## config.mk

```make
export PLATFORM = sky130hd
export DESIGN_NAME = issue_backend
export DESIGN_NICKNAME = d
export VERILOG_FILES = /design/src/backend_pkg.sv /design/src/commit_stage.sv /design/src/ex_stage.sv /design/src/id_stage.sv /design/src/issue_backend.sv /design/src/issue_read_operands.sv /design/src/scoreboard.sv
export VERILOG_INCLUDE_DIRS = /design/src
export SDC_FILE = /design/constraint.sdc
export NUM_CORES = 1
export LEC_CHECK = 0
export BUFFER_PORTS_ARGS = -buffer_cell sky130_fd_sc_hd__buf_2
export CORE_UTILIZATION = 64
export DETAILED_ROUTE_END_ITERATION = 12
export MAX_ROUTING_LAYER = met4
export PLACE_DENSITY = 0.8
export RECOVER_POWER = 25
export SYNTH_ARGS = -nofsm -noshare
export SYNTH_HDL_FRONTEND = slang
export SYNTH_SLANG_ARGS = --single-unit
```

## constraint.sdc

```tcl
create_clock -name clk_i -period 9.5 [get_ports clk_i]
set_clock_uncertainty 0.15 [all_clocks]
set_input_delay 0.95 -clock clk_i [delete_from_list [all_inputs] [get_ports clk_i]]
set_output_delay 0.95 -clock clk_i [all_outputs]
set_load 0.005 [all_outputs]
```

## src/backend_defs.svh

```systemverilog
// ----------------------------------------------------------------------
// Size macros shared by the issue backend
// ----------------------------------------------------------------------
`ifndef BACKEND_DEFS_SVH
`define BACKEND_DEFS_SVH

// Data path width
`define XLEN 16
// Architectural registers, r0 included
`define NR_REGS 8
// Scoreboard depth and index width
`define NR_SB_ENTRIES 4
`define TRANS_ID_BITS 2
// Raw instruction buffer, equal to the initial upstream credits
`define IBUF_DEPTH 4
// Commit records the downstream can hold
`define COMMIT_CREDITS 2

`endif

```

## src/backend_pkg.sv

```systemverilog
// ----------------------------------------------------------------------
// Opcode and unit encodings, index types, scoreboard entry
// ----------------------------------------------------------------------
`include "backend_defs.svh"

package backend_pkg;

  // Instruction opcodes, bits 15:13 of the word
  typedef enum logic [2:0] {
    OP_ADD  = 3'd0,
    OP_SUB  = 3'd1,
    OP_AND  = 3'd2,
    OP_OR   = 3'd3,
    OP_XOR  = 3'd4,
    OP_ADDI = 3'd5,
    OP_MUL  = 3'd6,
    OP_NOP  = 3'd7
  } op_e;

  // Functional unit select
  typedef enum logic {
    FU_ALU = 1'b0,
    FU_MUL = 1'b1
  } fu_e;

  typedef logic [$clog2(`NR_REGS)-1:0] reg_addr_t;
  typedef logic [`XLEN-1:0]            data_t;
  typedef logic [`TRANS_ID_BITS-1:0]   trans_id_t;

  // Decoded instruction as held in the scoreboard
  typedef struct packed {
    op_e       op;
    fu_e       fu;
    reg_addr_t rd;
    reg_addr_t rs1;
    reg_addr_t rs2;
    data_t     imm;
    logic      uses_rs2;
  } sb_entry_t;

endpackage

```

## src/commit_stage.sv

```systemverilog
// ----------------------------------------------------------------------
// In-order commit under a downstream credit counter
// ----------------------------------------------------------------------
`timescale 1ns/10ps
`include "backend_defs.svh"

module commit_stage (
  input  logic                   clk_i,
  input  logic                   arst_n_i,
  input  logic                   head_valid_i,
  input  logic                   head_done_i,
  input  backend_pkg::reg_addr_t head_rd_i,
  input  backend_pkg::data_t     head_result_i,
  output logic                   commit_ack_o,
  output logic                   rf_we_o,
  output backend_pkg::reg_addr_t rf_waddr_o,
  output backend_pkg::data_t     rf_wdata_o,
  output logic                   commit_valid_o,
  output backend_pkg::reg_addr_t commit_rd_o,
  output backend_pkg::data_t     commit_data_o,
  input  logic                   commit_credit_i
);
  localparam int CRED_W = $clog2(`COMMIT_CREDITS + 1);

  logic [CRED_W-1:0] credits_q;

  // Retire the head once it is done and the downstream has room
  assign commit_ack_o = head_valid_i & head_done_i & (credits_q != '0);
  assign rf_we_o      = commit_ack_o;
  assign rf_waddr_o   = head_rd_i;
  assign rf_wdata_o   = head_result_i;

  always_ff @(posedge clk_i) begin
    if (commit_ack_o) begin
      commit_rd_o   <= head_rd_i;
      commit_data_o <= head_result_i;
    end
  end

  always_ff @(posedge clk_i or negedge arst_n_i) begin
    if (!arst_n_i) begin
      credits_q      <= CRED_W'(`COMMIT_CREDITS);
      commit_valid_o <= 1'b0;
    end else begin
      credits_q      <= credits_q - CRED_W'(commit_ack_o) + CRED_W'(commit_credit_i);
      commit_valid_o <= commit_ack_o;
    end
  end

endmodule

```

## src/ex_stage.sv

```systemverilog
// ----------------------------------------------------------------------
// One-cycle ALU and two-stage pipelined multiplier
// ----------------------------------------------------------------------
`timescale 1ns/10ps

module ex_stage (
  input  logic                   clk_i,
  input  logic                   arst_n_i,
  input  logic                   alu_valid_i,
  input  logic                   mul_valid_i,
  input  backend_pkg::op_e       fu_op_i,
  input  backend_pkg::data_t     operand_a_i,
  input  backend_pkg::data_t     operand_b_i,
  input  backend_pkg::trans_id_t fu_trans_id_i,
  output logic                   alu_wb_valid_o,
  output backend_pkg::trans_id_t alu_wb_id_o,
  output backend_pkg::data_t     alu_wb_result_o,
  output logic                   mul_wb_valid_o,
  output backend_pkg::trans_id_t mul_wb_id_o,
  output backend_pkg::data_t     mul_wb_result_o
);
  import backend_pkg::*;

  data_t     alu_res;
  logic      mul_v1_q;
  trans_id_t mul_id1_q;
  data_t     mul_a_q, mul_b_q;

  // ALU function
  always_comb begin
    case (fu_op_i)
      OP_ADD, OP_ADDI: alu_res = operand_a_i + operand_b_i;
      OP_SUB:          alu_res = operand_a_i - operand_b_i;
      OP_AND:          alu_res = operand_a_i & operand_b_i;
      OP_OR:           alu_res = operand_a_i | operand_b_i;
      OP_XOR:          alu_res = operand_a_i ^ operand_b_i;
      // NOP hands rd back unchanged
      default:         alu_res = operand_a_i;
    endcase
  end

  // Result registers, payload only
  always_ff @(posedge clk_i) begin
    alu_wb_id_o     <= fu_trans_id_i;
    alu_wb_result_o <= alu_res;
    // Stage 1 latches operands, stage 2 keeps the low product half
    mul_id1_q       <= fu_trans_id_i;
    mul_a_q         <= operand_a_i;
    mul_b_q         <= operand_b_i;
    mul_wb_id_o     <= mul_id1_q;
    mul_wb_result_o <= mul_a_q * mul_b_q;
  end

  always_ff @(posedge clk_i or negedge arst_n_i) begin
    if (!arst_n_i) begin
      alu_wb_valid_o <= 1'b0;
      mul_v1_q       <= 1'b0;
      mul_wb_valid_o <= 1'b0;
    end else begin
      alu_wb_valid_o <= alu_valid_i;
      mul_v1_q       <= mul_valid_i;
      mul_wb_valid_o <= mul_v1_q;
    end
  end

endmodule

```

## src/id_stage.sv

```systemverilog
// ----------------------------------------------------------------------
// Raw instruction buffer with credit return, and instruction decoder
// ----------------------------------------------------------------------
`timescale 1ns/10ps
`include "backend_defs.svh"

module id_stage (
  input  logic                  clk_i,
  input  logic                  arst_n_i,
  input  logic                  instr_valid_i,
  input  logic [15:0]           instr_i,
  output logic                  instr_credit_o,
  output logic                  decoded_valid_o,
  output backend_pkg::sb_entry_t decoded_entry_o,
  input  logic                  decoded_ack_i
);
  import backend_pkg::*;

  localparam int PTR_W = $clog2(`IBUF_DEPTH);
  localparam int CNT_W = $clog2(`IBUF_DEPTH + 1);

  logic [15:0]      buf_q [`IBUF_DEPTH];
  logic [PTR_W-1:0] wr_ptr_q, rd_ptr_q;
  logic [CNT_W-1:0] count_q;
  logic [15:0]      word;
  logic             pop;

  // Upstream never sends without a credit, so no overflow check
  assign word            = buf_q[rd_ptr_q];
  assign decoded_valid_o = (count_q != '0);
  assign pop             = decoded_valid_o & decoded_ack_i;

  // Word layout: op | rd | rs1 | rs2 | imm4
  always_comb begin
    decoded_entry_o.op       = op_e'(word[15:13]);
    decoded_entry_o.rd       = word[12:10];
    decoded_entry_o.rs2      = word[6:4];
    decoded_entry_o.imm      = {{(`XLEN-4){word[3]}}, word[3:0]};
    decoded_entry_o.fu       = (decoded_entry_o.op == OP_MUL) ? FU_MUL : FU_ALU;
    decoded_entry_o.uses_rs2 = !(decoded_entry_o.op inside {OP_ADDI, OP_NOP});
    // NOP passes rd through the ALU, so it reads rd as rs1
    decoded_entry_o.rs1      = (decoded_entry_o.op == OP_NOP) ? word[12:10] : word[9:7];
  end

  // Payload ring
  always_ff @(posedge clk_i) begin
    if (instr_valid_i) begin
      buf_q[wr_ptr_q] <= instr_i;
    end
  end

  always_ff @(posedge clk_i or negedge arst_n_i) begin
    if (!arst_n_i) begin
      wr_ptr_q       <= '0;
      rd_ptr_q       <= '0;
      count_q        <= '0;
      instr_credit_o <= 1'b0;
    end else begin
      if (instr_valid_i) begin
        wr_ptr_q <= wr_ptr_q + 1'b1;
      end
      if (pop) begin
        rd_ptr_q <= rd_ptr_q + 1'b1;
      end
      count_q        <= count_q + CNT_W'(instr_valid_i) - CNT_W'(pop);
      // One credit back per word handed to the scoreboard
      instr_credit_o <= pop;
    end
  end

endmodule

```

## src/issue_backend.sv

```systemverilog
// ----------------------------------------------------------------------
// Issue backend top: decode, scoreboard, issue, execute, commit
// ----------------------------------------------------------------------
`timescale 1ns/10ps
`include "backend_defs.svh"

module issue_backend (
  input  logic                   clk_i,
  input  logic                   arst_n_i,
  input  logic                   instr_valid_i,
  input  logic [15:0]            instr_i,
  output logic                   instr_credit_o,
  output logic                   commit_valid_o,
  output backend_pkg::reg_addr_t commit_rd_o,
  output backend_pkg::data_t     commit_data_o,
  input  logic                   commit_credit_i
);
  import backend_pkg::*;

  // ------------------------------------------------------------------
  // Interconnect
  // ------------------------------------------------------------------
  // Decode to scoreboard
  logic      decoded_valid, decoded_ack;
  sb_entry_t decoded_entry;
  // Scoreboard to issue
  logic      issue_valid, issue_ack;
  sb_entry_t issue_entry;
  trans_id_t issue_id, commit_ptr;
  logic      [`NR_SB_ENTRIES-1:0] fwd_valid, fwd_done;
  reg_addr_t [`NR_SB_ENTRIES-1:0] fwd_rd;
  data_t     [`NR_SB_ENTRIES-1:0] fwd_result;
  // Issue to execute
  logic      alu_valid, mul_valid;
  op_e       fu_op;
  data_t     operand_a, operand_b;
  trans_id_t fu_trans_id;
  // Writeback
  logic      alu_wb_valid, mul_wb_valid;
  trans_id_t alu_wb_id, mul_wb_id;
  data_t     alu_wb_result, mul_wb_result;
  // Head and register file write
  logic      head_valid, head_done, commit_ack, rf_we;
  reg_addr_t head_rd, rf_waddr;
  data_t     head_result, rf_wdata;

  id_stage u_id_stage (
    .clk_i           (clk_i),
    .arst_n_i        (arst_n_i),
    .instr_valid_i   (instr_valid_i),
    .instr_i         (instr_i),
    .instr_credit_o  (instr_credit_o),
    .decoded_valid_o (decoded_valid),
    .decoded_entry_o (decoded_entry),
    .decoded_ack_i   (decoded_ack)
  );

  scoreboard u_scoreboard (
    .clk_i           (clk_i),
    .arst_n_i        (arst_n_i),
    .decoded_valid_i (decoded_valid),
    .decoded_entry_i (decoded_entry),
    .decoded_ack_o   (decoded_ack),
    .issue_valid_o   (issue_valid),
    .issue_entry_o   (issue_entry),
    .issue_id_o      (issue_id),
    .issue_ack_i     (issue_ack),
    .fwd_valid_o     (fwd_valid),
    .fwd_done_o      (fwd_done),
    .fwd_rd_o        (fwd_rd),
    .fwd_result_o    (fwd_result),
    .commit_ptr_o    (commit_ptr),
    .alu_wb_valid_i  (alu_wb_valid),
    .alu_wb_id_i     (alu_wb_id),
    .alu_wb_result_i (alu_wb_result),
    .mul_wb_valid_i  (mul_wb_valid),
    .mul_wb_id_i     (mul_wb_id),
    .mul_wb_result_i (mul_wb_result),
    .head_valid_o    (head_valid),
    .head_done_o     (head_done),
    .head_rd_o       (head_rd),
    .head_result_o   (head_result),
    .commit_ack_i    (commit_ack)
  );

  issue_read_operands u_issue_read_operands (
    .clk_i         (clk_i),
    .arst_n_i      (arst_n_i),
    .issue_valid_i (issue_valid),
    .issue_entry_i (issue_entry),
    .issue_id_i    (issue_id),
    .issue_ack_o   (issue_ack),
    .fwd_valid_i   (fwd_valid),
    .fwd_done_i    (fwd_done),
    .fwd_rd_i      (fwd_rd),
    .fwd_result_i  (fwd_result),
    .commit_ptr_i  (commit_ptr),
    .rf_we_i       (rf_we),
    .rf_waddr_i    (rf_waddr),
    .rf_wdata_i    (rf_wdata),
    .alu_valid_o   (alu_valid),
    .mul_valid_o   (mul_valid),
    .fu_op_o       (fu_op),
    .operand_a_o   (operand_a),
    .operand_b_o   (operand_b),
    .fu_trans_id_o (fu_trans_id)
  );

  ex_stage u_ex_stage (
    .clk_i           (clk_i),
    .arst_n_i        (arst_n_i),
    .alu_valid_i     (alu_valid),
    .mul_valid_i     (mul_valid),
    .fu_op_i         (fu_op),
    .operand_a_i     (operand_a),
    .operand_b_i     (operand_b),
    .fu_trans_id_i   (fu_trans_id),
    .alu_wb_valid_o  (alu_wb_valid),
    .alu_wb_id_o     (alu_wb_id),
    .alu_wb_result_o (alu_wb_result),
    .mul_wb_valid_o  (mul_wb_valid),
    .mul_wb_id_o     (mul_wb_id),
    .mul_wb_result_o (mul_wb_result)
  );

  commit_stage u_commit_stage (
    .clk_i           (clk_i),
    .arst_n_i        (arst_n_i),
    .head_valid_i    (head_valid),
    .head_done_i     (head_done),
    .head_rd_i       (head_rd),
    .head_result_i   (head_result),
    .commit_ack_o    (commit_ack),
    .rf_we_o         (rf_we),
    .rf_waddr_o      (rf_waddr),
    .rf_wdata_o      (rf_wdata),
    .commit_valid_o  (commit_valid_o),
    .commit_rd_o     (commit_rd_o),
    .commit_data_o   (commit_data_o),
    .commit_credit_i (commit_credit_i)
  );

endmodule

```

## src/issue_read_operands.sv

```systemverilog
// ----------------------------------------------------------------------
// Register file, operand read with forwarding and stall, in-order issue
// ----------------------------------------------------------------------
`timescale 1ns/10ps
`include "backend_defs.svh"

module issue_read_operands (
  input  logic                                        clk_i,
  input  logic                                        arst_n_i,
  input  logic                                        issue_valid_i,
  input  backend_pkg::sb_entry_t                      issue_entry_i,
  input  backend_pkg::trans_id_t                      issue_id_i,
  output logic                                        issue_ack_o,
  input  logic                   [`NR_SB_ENTRIES-1:0] fwd_valid_i,
  input  logic                   [`NR_SB_ENTRIES-1:0] fwd_done_i,
  input  backend_pkg::reg_addr_t [`NR_SB_ENTRIES-1:0] fwd_rd_i,
  input  backend_pkg::data_t     [`NR_SB_ENTRIES-1:0] fwd_result_i,
  input  backend_pkg::trans_id_t                      commit_ptr_i,
  input  logic                                        rf_we_i,
  input  backend_pkg::reg_addr_t                      rf_waddr_i,
  input  backend_pkg::data_t                          rf_wdata_i,
  output logic                                        alu_valid_o,
  output logic                                        mul_valid_o,
  output backend_pkg::op_e                            fu_op_o,
  output backend_pkg::data_t                          operand_a_o,
  output backend_pkg::data_t                          operand_b_o,
  output backend_pkg::trans_id_t                      fu_trans_id_o
);
  import backend_pkg::*;

  data_t rf_q [`NR_REGS];
  data_t rs1_val, rs2_val;
  logic  rs1_busy, rs2_busy, stall;

  // Walk from the commit pointer up to the issuing slot, so the
  // last match is the youngest older writer of src
  function automatic void read_src(input reg_addr_t src, output data_t val,
                                   output logic busy);
    trans_id_t idx;
    logic      stop;
    val  = rf_q[src];
    busy = 1'b0;
    stop = 1'b0;
    for (int k = 0; k < `NR_SB_ENTRIES; k++) begin
      idx = commit_ptr_i + trans_id_t'(k);
      if (idx == issue_id_i) begin
        stop = 1'b1;
      end
      if (!stop && fwd_valid_i[idx] && (fwd_rd_i[idx] == src)) begin
        // Writer still in flight holds the issue
        busy = ~fwd_done_i[idx];
        val  = fwd_result_i[idx];
      end
    end
  endfunction

  always_comb begin
    read_src(issue_entry_i.rs1, rs1_val, rs1_busy);
    read_src(issue_entry_i.rs2, rs2_val, rs2_busy);
  end

  // rs2 only matters for register-register ops
  assign stall       = rs1_busy | (issue_entry_i.uses_rs2 & rs2_busy);
  assign issue_ack_o = issue_valid_i & ~stall;

  // Both units always ready
  assign alu_valid_o   = issue_ack_o & (issue_entry_i.fu == FU_ALU);
  assign mul_valid_o   = issue_ack_o & (issue_entry_i.fu == FU_MUL);
  assign fu_op_o       = issue_entry_i.op;
  assign operand_a_o   = rs1_val;
  assign operand_b_o   = issue_entry_i.uses_rs2 ? rs2_val : issue_entry_i.imm;
  assign fu_trans_id_o = issue_id_i;

  // Architectural state, written only at commit
  always_ff @(posedge clk_i or negedge arst_n_i) begin
    if (!arst_n_i) begin
      for (int r = 0; r < `NR_REGS; r++) begin
        rf_q[r] <= '0;
      end
    end else if (rf_we_i) begin
      rf_q[rf_waddr_i] <= rf_wdata_i;
    end
  end

endmodule

```

## src/scoreboard.sv

```systemverilog
// ----------------------------------------------------------------------
// Circular scoreboard: allocate, issue, writeback, forward, commit head
// ----------------------------------------------------------------------
`timescale 1ns/10ps
`include "backend_defs.svh"

module scoreboard (
  input  logic                                            clk_i,
  input  logic                                            arst_n_i,
  // Decode side
  input  logic                                            decoded_valid_i,
  input  backend_pkg::sb_entry_t                          decoded_entry_i,
  output logic                                            decoded_ack_o,
  // Issue side
  output logic                                            issue_valid_o,
  output backend_pkg::sb_entry_t                          issue_entry_o,
  output backend_pkg::trans_id_t                          issue_id_o,
  input  logic                                            issue_ack_i,
  // Per entry forwarding state
  output logic                 [`NR_SB_ENTRIES-1:0]       fwd_valid_o,
  output logic                 [`NR_SB_ENTRIES-1:0]       fwd_done_o,
  output backend_pkg::reg_addr_t [`NR_SB_ENTRIES-1:0]     fwd_rd_o,
  output backend_pkg::data_t   [`NR_SB_ENTRIES-1:0]       fwd_result_o,
  output backend_pkg::trans_id_t                          commit_ptr_o,
  // Writeback ports
  input  logic                                            alu_wb_valid_i,
  input  backend_pkg::trans_id_t                          alu_wb_id_i,
  input  backend_pkg::data_t                              alu_wb_result_i,
  input  logic                                            mul_wb_valid_i,
  input  backend_pkg::trans_id_t                          mul_wb_id_i,
  input  backend_pkg::data_t                              mul_wb_result_i,
  // Commit head
  output logic                                            head_valid_o,
  output logic                                            head_done_o,
  output backend_pkg::reg_addr_t                          head_rd_o,
  output backend_pkg::data_t                              head_result_o,
  input  logic                                            commit_ack_i
);
  import backend_pkg::*;

  sb_entry_t entry_q  [`NR_SB_ENTRIES];
  data_t     result_q [`NR_SB_ENTRIES];
  logic [`NR_SB_ENTRIES-1:0] valid_q, issued_q, done_q;
  trans_id_t alloc_ptr_q, issue_ptr_q, commit_ptr_q;
  logic      alloc, issue_fire;

  // ------------------------------------------------------------------
  // Handshakes
  // ------------------------------------------------------------------
  // Full when the next allocation slot is still occupied
  assign decoded_ack_o = ~valid_q[alloc_ptr_q];
  assign alloc         = decoded_valid_i & decoded_ack_o;

  // Oldest unissued entry sits at the issue pointer
  assign issue_valid_o = valid_q[issue_ptr_q] & ~issued_q[issue_ptr_q];
  assign issue_entry_o = entry_q[issue_ptr_q];
  assign issue_id_o    = issue_ptr_q;
  assign issue_fire    = issue_valid_o & issue_ack_i;

  // Forwarding view of every slot
  assign fwd_valid_o  = valid_q;
  assign fwd_done_o   = done_q;
  assign commit_ptr_o = commit_ptr_q;
  always_comb begin
    for (int i = 0; i < `NR_SB_ENTRIES; i++) begin
      fwd_rd_o[i]     = entry_q[i].rd;
      fwd_result_o[i] = result_q[i];
    end
  end

  // Commit head
  assign head_valid_o  = valid_q[commit_ptr_q];
  assign head_done_o   = done_q[commit_ptr_q];
  assign head_rd_o     = entry_q[commit_ptr_q].rd;
  assign head_result_o = result_q[commit_ptr_q];

  // ------------------------------------------------------------------
  // State
  // ------------------------------------------------------------------
  // Payload by index
  always_ff @(posedge clk_i) begin
    if (alloc) begin
      entry_q[alloc_ptr_q] <= decoded_entry_i;
    end
    if (alu_wb_valid_i) begin
      result_q[alu_wb_id_i] <= alu_wb_result_i;
    end
    if (mul_wb_valid_i) begin
      result_q[mul_wb_id_i] <= mul_wb_result_i;
    end
  end

  always_ff @(posedge clk_i or negedge arst_n_i) begin
    if (!arst_n_i) begin
      valid_q      <= '0;
      issued_q     <= '0;
      done_q       <= '0;
      alloc_ptr_q  <= '0;
      issue_ptr_q  <= '0;
      commit_ptr_q <= '0;
    end else begin
      if (alloc) begin
        valid_q[alloc_ptr_q]  <= 1'b1;
        issued_q[alloc_ptr_q] <= 1'b0;
        done_q[alloc_ptr_q]   <= 1'b0;
        alloc_ptr_q           <= alloc_ptr_q + 1'b1;
      end
      if (issue_fire) begin
        issued_q[issue_ptr_q] <= 1'b1;
        issue_ptr_q           <= issue_ptr_q + 1'b1;
      end
      // Both units may finish in the same cycle, on different slots
      if (alu_wb_valid_i) begin
        done_q[alu_wb_id_i] <= 1'b1;
      end
      if (mul_wb_valid_i) begin
        done_q[mul_wb_id_i] <= 1'b1;
      end
      if (commit_ack_i) begin
        valid_q[commit_ptr_q] <= 1'b0;
        commit_ptr_q          <= commit_ptr_q + 1'b1;
      end
    end
  end

endmodule

```

# Word level (Yosys, flattened, before mapping)
# Memories as Yosys holds them, arrays and structs flattened.
# Index checks and enable logic that the tools add are counted.
# word_totals
ff_bits,247
latchBits,0
mem_bits_rw,248
rom_bits,0
inputBits,20
out_inout_bits,21
mem_count,3
# classes
addsub,13
mul,1
div,0
order_cmp,17
eq_ne,20
shifts,0
n_mux,96
n_bitwise,33
reduce_logical,28
# memory_table
memory,words,width,read_ports,rd_clocked_by_memory_dff,wr,line_no,text
u_scoreboard.entry_q,4,30,6,0,1,scoreboard.sv:41,sb_entry_t entry_q [`NR_SB_ENTRIES];
u_id_stage.buf_q,4,16,1,0,1,id_stage.sv:22,logic [15:0] buf_q [`IBUF_DEPTH];
u_scoreboard.result_q,4,16,5,0,2,scoreboard.sv:42,data_t result_q [`NR_SB_ENTRIES];
# ops
op,count
16-bit 2-to-1 mux,18
16-bit binary-select mux with 2-bit select,4
128-bit bitwise mux,1
16-bit binary-select mux with 3-bit select,2
16-bit one-hot mux with 5 select lines,1
16-bit demux with 3-bit select,1
1-bit 2-to-1 mux,37
4-bit 2-to-1 mux,7
3-bit binary-select mux with 2-bit select,4
3-bit == test,8
"2-bit by 3-bit < comparator with 1-bit output, second input constant",8
1-bit binary-select mux with 2-bit select,11
1-bit logical AND,18
16-bit adder,1
16-bit bitwise AND,1
16-bit by 16-bit multiplier with 16-bit output,1
16-bit OR,1
4-bit OR,4
16-bit subtractor,1
16-bit XOR,1
"3-bit == test, second input constant",5
3-bit 2-to-1 mux,5
4-bit bitwise AND,3
"4-bit greater-or-equal comparator, second input constant",3
other kinds (22),62

# Depth between registers and ports, before layout
# Gate-level depths: netlist of run 1.
# depth
word_depth,15
ltp_mapped,28
mapped_depth_nobuf,24

# Cells and area by module
# Synthesis of run 1 repeated with hierarchy kept, for this count alone.
# hier_totals
cells_unflattened,2303
hier_area_um2,30051.3
# by_module_without_submodules
module,instances,cells_each,area_per_inst_um2,seq_area_each_um2
issue_read_operands,1,805,9959.6,3203.1
scoreboard,1,442,8782.2,5975.7
ex_stage,1,870,7551.0,1436.4
id_stage,1,138,2895.3,2122.0
commit_stage,1,48,863.3,646.9

# Worst setup path before layout of run 1
# No wires, ideal clock.
# synth_path
path_kind,reg-to-reg
from,"register u_scoreboard.commit_ptr_q[0], in the netlist u_scoreboard.commit_ptr_o[0]"
to,register u_ex_stage.alu_wb_result_o[15]
setup_time_ns,0.131
arrival_time_ns,6.282
required_time_ns,9.219
path_slack_ns,2.937
stages_incl_launch_ff,26
n_path_buf,6
cell_sequence,dfrtp_1 > buf_6 > buf_2 > buf_2 > clkbuf_1 > inv_1 > ha_1 > buf_2 > buf_1 > mux4_2 > nand3_1 > o311ai_0 > a32oi_1 > nand4_1 > o21ai_0 > xnor2_1 > ha_1 > and2_1 > a22o_1 > a311oi_1 > o41ai_1 > a31o_2 > nand3_1 > o21ai_0 > a221oi_1 > a22oi_1
# synth_via
elab_chain_cells,12
elab_cells_between_ends,74
classes_between,5 x add/sub; 12 x eq/ne; 38 x mux; 3 x bitwise; 16 x reduce/logical
# synth_rtl
item,line_no,text
from (decl),scoreboard.sv:44,"trans_id_t alloc_ptr_q, issue_ptr_q, commit_ptr_q;"
from (signal assigned),scoreboard.sv:121,commit_ptr_q <= commit_ptr_q + 1'b1;
"parallel branches: the longest is 11 deep, another holds 16-bit subtractor",n/a,
16-bit one-hot mux with 5 select lines *,ex_stage.sv:31,case (fu_op_i)
net u_ex_stage.alu_res[15],ex_stage.sv:24,data_t alu_res;
to (signal assigned),ex_stage.sv:45,alu_wb_result_o <= alu_res;
to (decl),ex_stage.sv:17,"output backend_pkg::data_t alu_wb_result_o,"
# Mark *: on every way through the listed nets, which the timed path passes. The select of a mux whose other input is x is not followed.
# A chain may end at the register's enable or synchronous reset.

# Worst setup path in the final report of run 1
# layout_path
from,"register u_scoreboard.issue_ptr_q[1], in the netlist u_scoreboard.issue_id_o[1]"
to,register u_ex_stage.alu_wb_result_o[15]
# layout_via
elab_chain_cells,12
elab_cells_between_ends,63
classes_between,2 x add/sub; 17 x eq/ne; 20 x mux; 5 x bitwise; 18 x reduce/logical; 1 x memory
# layout_rtl
item,line_no,text
from (decl),scoreboard.sv:44,
from (signal assigned),scoreboard.sv:110,issue_ptr_q <= issue_ptr_q + 1'b1;
memory 4 x 30 bit or 2-bit == test (tied branches),n/a,
3-bit inverter with 4-bit output (not written as such) or 1-bit 2-to-1 mux (tied branches),"issue_read_operands.sv:41, issue_read_operands.sv:46",
"16-bit binary-select mux with 3-bit select, or another cell as far along",issue_read_operands.sv:41,val = rf_q[src];
"16-bit 2-to-1 mux (not written as such), or another cell as far along (2 in a row)",issue_read_operands.sv:41,
"16-bit 2-to-1 mux, or another cell as far along",issue_read_operands.sv:49,if (!stop && fwd_valid_i[idx] && (fwd_rd_i[idx] == src)) begin
16-bit 2-to-1 mux or 1-bit logical AND (tied branches) (2 in a row),issue_read_operands.sv:49,
16-bit 2-to-1 mux,issue_read_operands.sv:49,
16-bit 2-to-1 mux,issue_read_operands.sv:71,assign operand_b_o = issue_entry_i.uses_rs2 ? rs2_val : issue_entry_i.imm;
"16-bit subtractor, or another cell as far along",ex_stage.sv:33,OP_SUB: alu_res = operand_a_i - operand_b_i;
16-bit one-hot mux with 5 select lines *,ex_stage.sv:31,
net u_ex_stage.alu_res[15],ex_stage.sv:24,
# Mark *: on every way through the listed nets, which the timed path passes. The rest lies on a longest branch. The select of a mux whose other input is x is not followed.

==> results of run 1 <==
==> cell type report <==
| cell class | instances | area share |
|---|---|---|
| Multi-Input combinational cell | 1420 | 0.472 |
| Sequential cell | 447 | 0.412 |
| Clock buffer | 53 | 0.0406 |
| Inverter | 180 | 0.0233 |
| Tap cell | 532 | 0.0230 |
| Timing Repair Buffer | 82 | 0.0166 |
| Clock inverter | 29 | 0.0120 |
| Antenna cell | 1 | 0.0000864 |
==> layout by cell type, fill, tap and decap left out, drive strengths merged, types with 8 or more instances in the layout <==
cell,n
edfxtp,219
mux2,205
inv,180
nand2,174
dfrtp,159
mux2i,128
ha,118
mux4,97
a21oi,90
fa,82
clkbuf,74
dfxtp,68
nor2,67
xnor2,64
o21ai,63
and2,62
buf,61
a22oi,42
xor2,30
clkinv,21
nand3,20
a22o,18
a31oi,13
nand2b,10
o22ai,10
a21o,10
nor3,10
a211oi,9
nor2b,8
a222oi,8
nor3b,8
==> worst max-delay path, stage by stage, from the launching register on <==
cell and delay [ns]:
dfrtp_1 0.36, clkbuf_1 1.12, mux4_2 0.56, xnor2_1 0.29, nand4bb_1 0.71, nand3_1 0.31, a31oi_1 0.11, o31ai_1 0.88
ha_1 0.30, nor2_1 0.06, xor2_1 0.14, ha_1 0.35, o21a_1 0.14, o31a_1 0.15, nor2_1 0.07, o21ai_0 0.37
a311oi_1 0.21, o41ai_1 0.71, a31oi_1 0.20, nand4_1 0.15, mux2i_1 0.08, a211oi_1 0.19, a22oi_1 0.09
==> metal layers <==
layer,up-vias,global-route usage
li1,7829,-
met1,9244,0.472
met2,787,0.537
met3,165,0.0578
met4,0,0.123
met5,-,-
==> worst max path at each step <==
| stage | from | endpoint | slack (ns) | cells past startpoint |
|---|---|---|---|---|
| after floorplan | u_scoreboard.commit_ptr_o[0] | u_ex_stage.alu_wb_result_o[15] | 2.94 | 25 |
| after global placement | u_scoreboard.commit_ptr_o[0] | u_ex_stage.alu_wb_result_o[15] | 2.07 | 21 |
| after detailed placement | u_scoreboard.commit_ptr_o[0] | u_ex_stage.alu_wb_result_o[15] | 1.99 | 21 |
| after CTS | u_scoreboard.commit_ptr_o[0] | u_ex_stage.alu_wb_result_o[15] | 1.93 | 21 |
| after global routing | u_scoreboard.issue_id_o[1] | u_ex_stage.alu_wb_result_o[15] | 1.16 | 21 |
| final | u_scoreboard.issue_id_o[1] | u_ex_stage.alu_wb_result_o[15] | 1.62 | 22 |
==> synth_stat cells, types with 64 or more instances <==
cell	count	area [sq um]
edfxtp_1	219	6580
mux2_2	205	2310
inv_1	179	672
nand2_1	173	649
dfrtp_1	159	3980
mux2i_1	128	1280
ha_1	118	1480
mux4_2	96	2160
a21oi_1	89	445
clkbuf_1	87	327
fa_1	82	1640
dfxtp_1	68	1360
nor2_1	67	251
xnor2_1	64	561
==> through the flow <==
stage               setup slack, ns  cells
floorplan                      2.94   2183
global placement               2.07   2661
detailed placement             1.99   2661
CTS                            1.93   2743
global route                   1.16   2744
finish                         1.62   2744
==> state kept, by name, summed over array words and instances, names as in the netlist, 16 cells and up <==
signal,flops
u_ex_stage.alu_wb_result_o,16
u_scoreboard.entry_q,72
u_ex_stage.mul_a_q,16
u_id_stage.buf_q,64
u_issue_read_operands.rf_q,128
u_scoreboard.result_q,64
u_ex_stage.mul_wb_result_o,16
u_ex_stage.mul_b_q,16
u_commit_stage.commit_data_o,16
==> cells by family (layout without fill, tap and decap cells) <==
kind of cell / after synthesis / count (layout) / share of synthesized area
fa+ha+maj: 200 / 200 / 0.116
other cells: 0 / 1 / 0
xor+xnor: 94 / 94 / 0.0307
simple gates: 386 / 386 / 0.0692
flops: 447 / 447 / 0.445
mux: 430 / 430 / 0.215
compound gates: 310 / 310 / 0.0755
buf+inv: 316 / 344 / 0.0480
==> impl_metrics.ini, run 1 <==
[status]
outcome = complete, but fails checks
failed_checks = DRC, capacitance limit, slew limit

[floorplanning]
io_pins = 41
die_w_um = 207
num_rows = 74
start_util = 0.653
die_h_um = 207
fp.dieArea_sq_um = 42700
core_sq_um = 41100

[worst_hold_path]
hp-start = u_ex_stage.mul_v1_q
hold_depth = 0
hp-class = reg -> reg
whs_endpoint = u_ex_stage.mul_wb_valid_o

[routing]
top_layer = met4
drc = 1
wl_met1_um = 29500
drt-wirelength-per-cell_um = 25.5
wl_met3_um = 5480
wl_met2_um = 32900
firstDrtPassIters = 11
vias = 18000
post_drt_via_cell_ratio = 6.57
routed_wl_um = 70100
drt_iter0_drc = 1728
final_antenna_net_count = 0

[final_layout]
final_cell_area_sq_um = 29000
final-seq-area_sq_um = 11900
multi_input_area_sq_um = 13700
syn_to_final_growth_pct = 7.95
final_util = 0.705
final_net_count = 2395
layout-drive-gt1-share = 0.206
num-fill-cells = 2808

[worst_setup_path]
ff2ff_path_depth = 22
endpoint_kind = flip-flop
critPathLaunchType = flip-flop
crit_type = reg -> reg
arrival_ns = 8.16
r2r_slack_ns = 1.62
cp_data_required_time_ns = 9.78
crit_path_max_fanout = 25
timing.rr.end = u_ex_stage.alu_wb_result_o[15]
r2r-start = u_scoreboard.issue_id_o[1]

[clocking]
h-tree-depth = 2
clk_pin_slew_worst_paths_ns = 0.06
cts-root-buf = clkbuf_16
clock_sink_count = 447
postCtsSetupBuffers = 0
cts_tree = done
numCtsBuffers = 44
clk_path_buf_depth = 3
ctsResizeCount = 0
clk_latency_ns = 0.59
ctsHoldBuffers = 0

[sta]
hold_violations = 0
finalSetupTns_ns = 0
worst_pin_slew_ns = 5.46
maxSlewHeadroom = -2.64
slew_violations = 146
hold_slack_ns = 0.209
rsz0062_at_grt = no
period_share = 0.829
finalSetupViolCount = 0
timing.fmax_mhz = 127
min_period_ns = 7.88

[logic_synthesis]
synth_nets = 2403
async_reset_ff_frac = 0.358
yosysWarnings = 0
seq_area_frac_synth = 0.445
synth-seq-cells = 447
synth_edf_count = 219
synth_flop_cell = edfxtp_1
synthesis.area_sq_um = 26800
syn_area_per_cell_sq_um = 12.3
synth.distinct_cells = 78
synthCells = 2183

[flow_run]
maxCapViolCount = 3

[placement]
placed_cell_area_sq_um = 27500
globalplace.congestion = 1.00
port_buffers = 40
hpwl_um = 48700

[global_route]
grt_pass1_vias = 18600
grt-ovfl-total = 0
antenna_found_initial = 4
grt_pass1_wl_um = 108000
track_usage = 0.349
grt_max_degree = 101
Power of run 1 is not shown: default switching activity piles up to over one toggle a cycle in this logic, so the estimate is an artifact.
==> inputs of run 2 (changes only) <==
==> constraint.sdc (replaced) <==
create_clock -name clk_i -period 7.8 [get_ports clk_i]
set_clock_uncertainty 0.15 [all_clocks]
set_input_delay 0.78 -clock clk_i [delete_from_list [all_inputs] [get_ports clk_i]]
set_output_delay 0.78 -clock clk_i [all_outputs]
set_load 0.005 [all_outputs]
==> impl_metrics.ini, run 2 (synthesized netlist as in run 1, its figures left out) <==
[status]
outcome = complete, but fails checks
failed_checks = DRC, capacitance limit, slew limit

[worst_setup_path]
critPathLaunchType = flip-flop
endpoint_kind = flip-flop
r2r-start = u_scoreboard.issue_id_o[0]
max_stage_delay_ns = 1.00
arrival_ns = 7.16
ff2ff_path_depth = 22
r2r_slack_ns = 0.92
cp_data_required_time_ns = 8.07
timing.rr.end = u_ex_stage.alu_wb_result_o[15]
crit_chain = mux4_4, xor2_1, nand4bb_1, nand3_1, a31oi_1, o31ai_1, buf_4, ha_1, nor2_1, xor2_1, ha_1, o21a_1, o31a_1, nor2_1, o21ai_0, a311oi_1, o41ai_1, a31oi_1, nand2_1, o21ai_0, a221oi_1, a22oi_1
slowest_stage = mux4_4
critPathTopFamily = compound AO/OA/AOI/OAI gates
crit_type = reg -> reg
crit_path_max_fanout = 26
critPathBufInv = 1

[final_layout]
layout-drive-gt1-share = 0.210
syn_to_final_growth_pct = 8.25
top_register = u_issue_read_operands.rf_q
reg.largest.list = u_issue_read_operands.rf_q (128), u_scoreboard.entry_q (72)
largest_reg_flops = 128
final_net_count = 2401
final_cell_mix = 219 x edfxtp_1, 205 x mux2_2, 179 x inv_1
final_common_cell = edfxtp_1

[sta]
period_share = 0.882
rsz0062_at_grt = no
worst_pin_slew_ns = 4.80
hold_violations = 0
timing.fmax_mhz = 145
finalSetupViolCount = 0
finalSetupTns_ns = 0
min_period_ns = 6.88
maxSlewHeadroom = -2.20
slew_violations = 87

[routing]
routed_wl_um = 68100
drt_iter0_drc = 1920
final_antenna_net_count = 0
firstDrtPassIters = 12
drc = 1
post_drt_via_cell_ratio = 6.59
drt-wirelength-per-cell_um = 24.8
vias = 18100

[floorplanning]
num_rows = 74
core_sq_um = 41100
die_w_um = 207
start_util = 0.653
fp.dieArea_sq_um = 42700
die_h_um = 207
io_pins = 41

[worst_hold_path]
hp-start = u_ex_stage.mul_v1_q
whs_endpoint = u_ex_stage.mul_wb_valid_o
hold_depth = 0
hp-class = reg -> reg

[clocking]
cts_tree = done
cts-root-buf = clkbuf_16
clk_latency_ns = 0.60
h-tree-depth = 2
postCtsSetupBuffers = 0
ctsResizeCount = 0
clk_path_buf_depth = 3
clk_pin_slew_worst_paths_ns = 0.06
numCtsBuffers = 45
clock_sink_count = 447
ctsHoldBuffers = 0

[placement]
hpwl_um = 46900
globalplace.congestion = 1.02
port_buffers = 40

[global_route]
grt-ovfl-total = 0
grt_pass1_wl_um = 105000
grt_pass1_vias = 18000
grt_max_degree = 87
track_usage = 0.337
antenna_found_initial = 2

[flow_run]
maxCapViolCount = 1
## run 2: worst max-delay path by stage
stage / from / slack (ns) / cells past startpoint / endpoint
global placement: u_scoreboard.issue_id_o[0] / 1.26 / 22 / u_ex_stage.alu_wb_result_o[15]
global route: u_scoreboard.issue_id_o[0] / 0.48 / 21 / u_ex_stage.alu_wb_result_o[15]
finish: u_scoreboard.issue_id_o[0] / 0.92 / 22 / u_ex_stage.alu_wb_result_o[15]
detailed placement: u_scoreboard.issue_id_o[0] / 1.13 / 22 / u_ex_stage.alu_wb_result_o[15]
floorplan: u_scoreboard.commit_ptr_o[0] / 1.24 / 25 / u_ex_stage.alu_wb_result_o[15]
CTS: u_scoreboard.issue_id_o[0] / 1.08 / 22 / u_ex_stage.alu_wb_result_o[15]
## run 2: layout make-up
cell class	instances	area, sq um
multi-input cells	1420	13700
fillers	2797	12100
flip-flops and latches	447	11900
clock buffers	64	1270
inverters	180	676
well taps	532	666
repair buffers	87	528
clock inverters	20	279
diodes	1	2.50
## run 2: per-stage QoR
step | hold WS [ns] | worst slack [ns] | instances | utilization | instance area [sq um]
after floorplan | 0.181 | 1.24 | 2183 | - | 26800
after global placement | 0.183 | 1.26 | 2666 | 0.670 | 27500
after detailed placement | 0.197 | 1.13 | 2666 | 0.670 | 27500
after CTS | 0.132 | 1.08 | 2750 | 0.707 | 29100
after global routing | 0.223 | 0.484 | 2751 | 0.707 | 29000
final | 0.210 | 0.917 | 2751 | 0.707 | 29000
## run 2: metal layers
metal | global-route usage | vias up | share of wire
li1 | - | 7837 | -
met1 | 0.459 | 9232 | 0.41
met2 | 0.512 | 890 | 0.47
met3 | 0.0636 | 157 | 0.088
met4 | 0.113 | 0 | 0.032
met5 | - | - | 0
Power of run 2 is left out for the same reason.
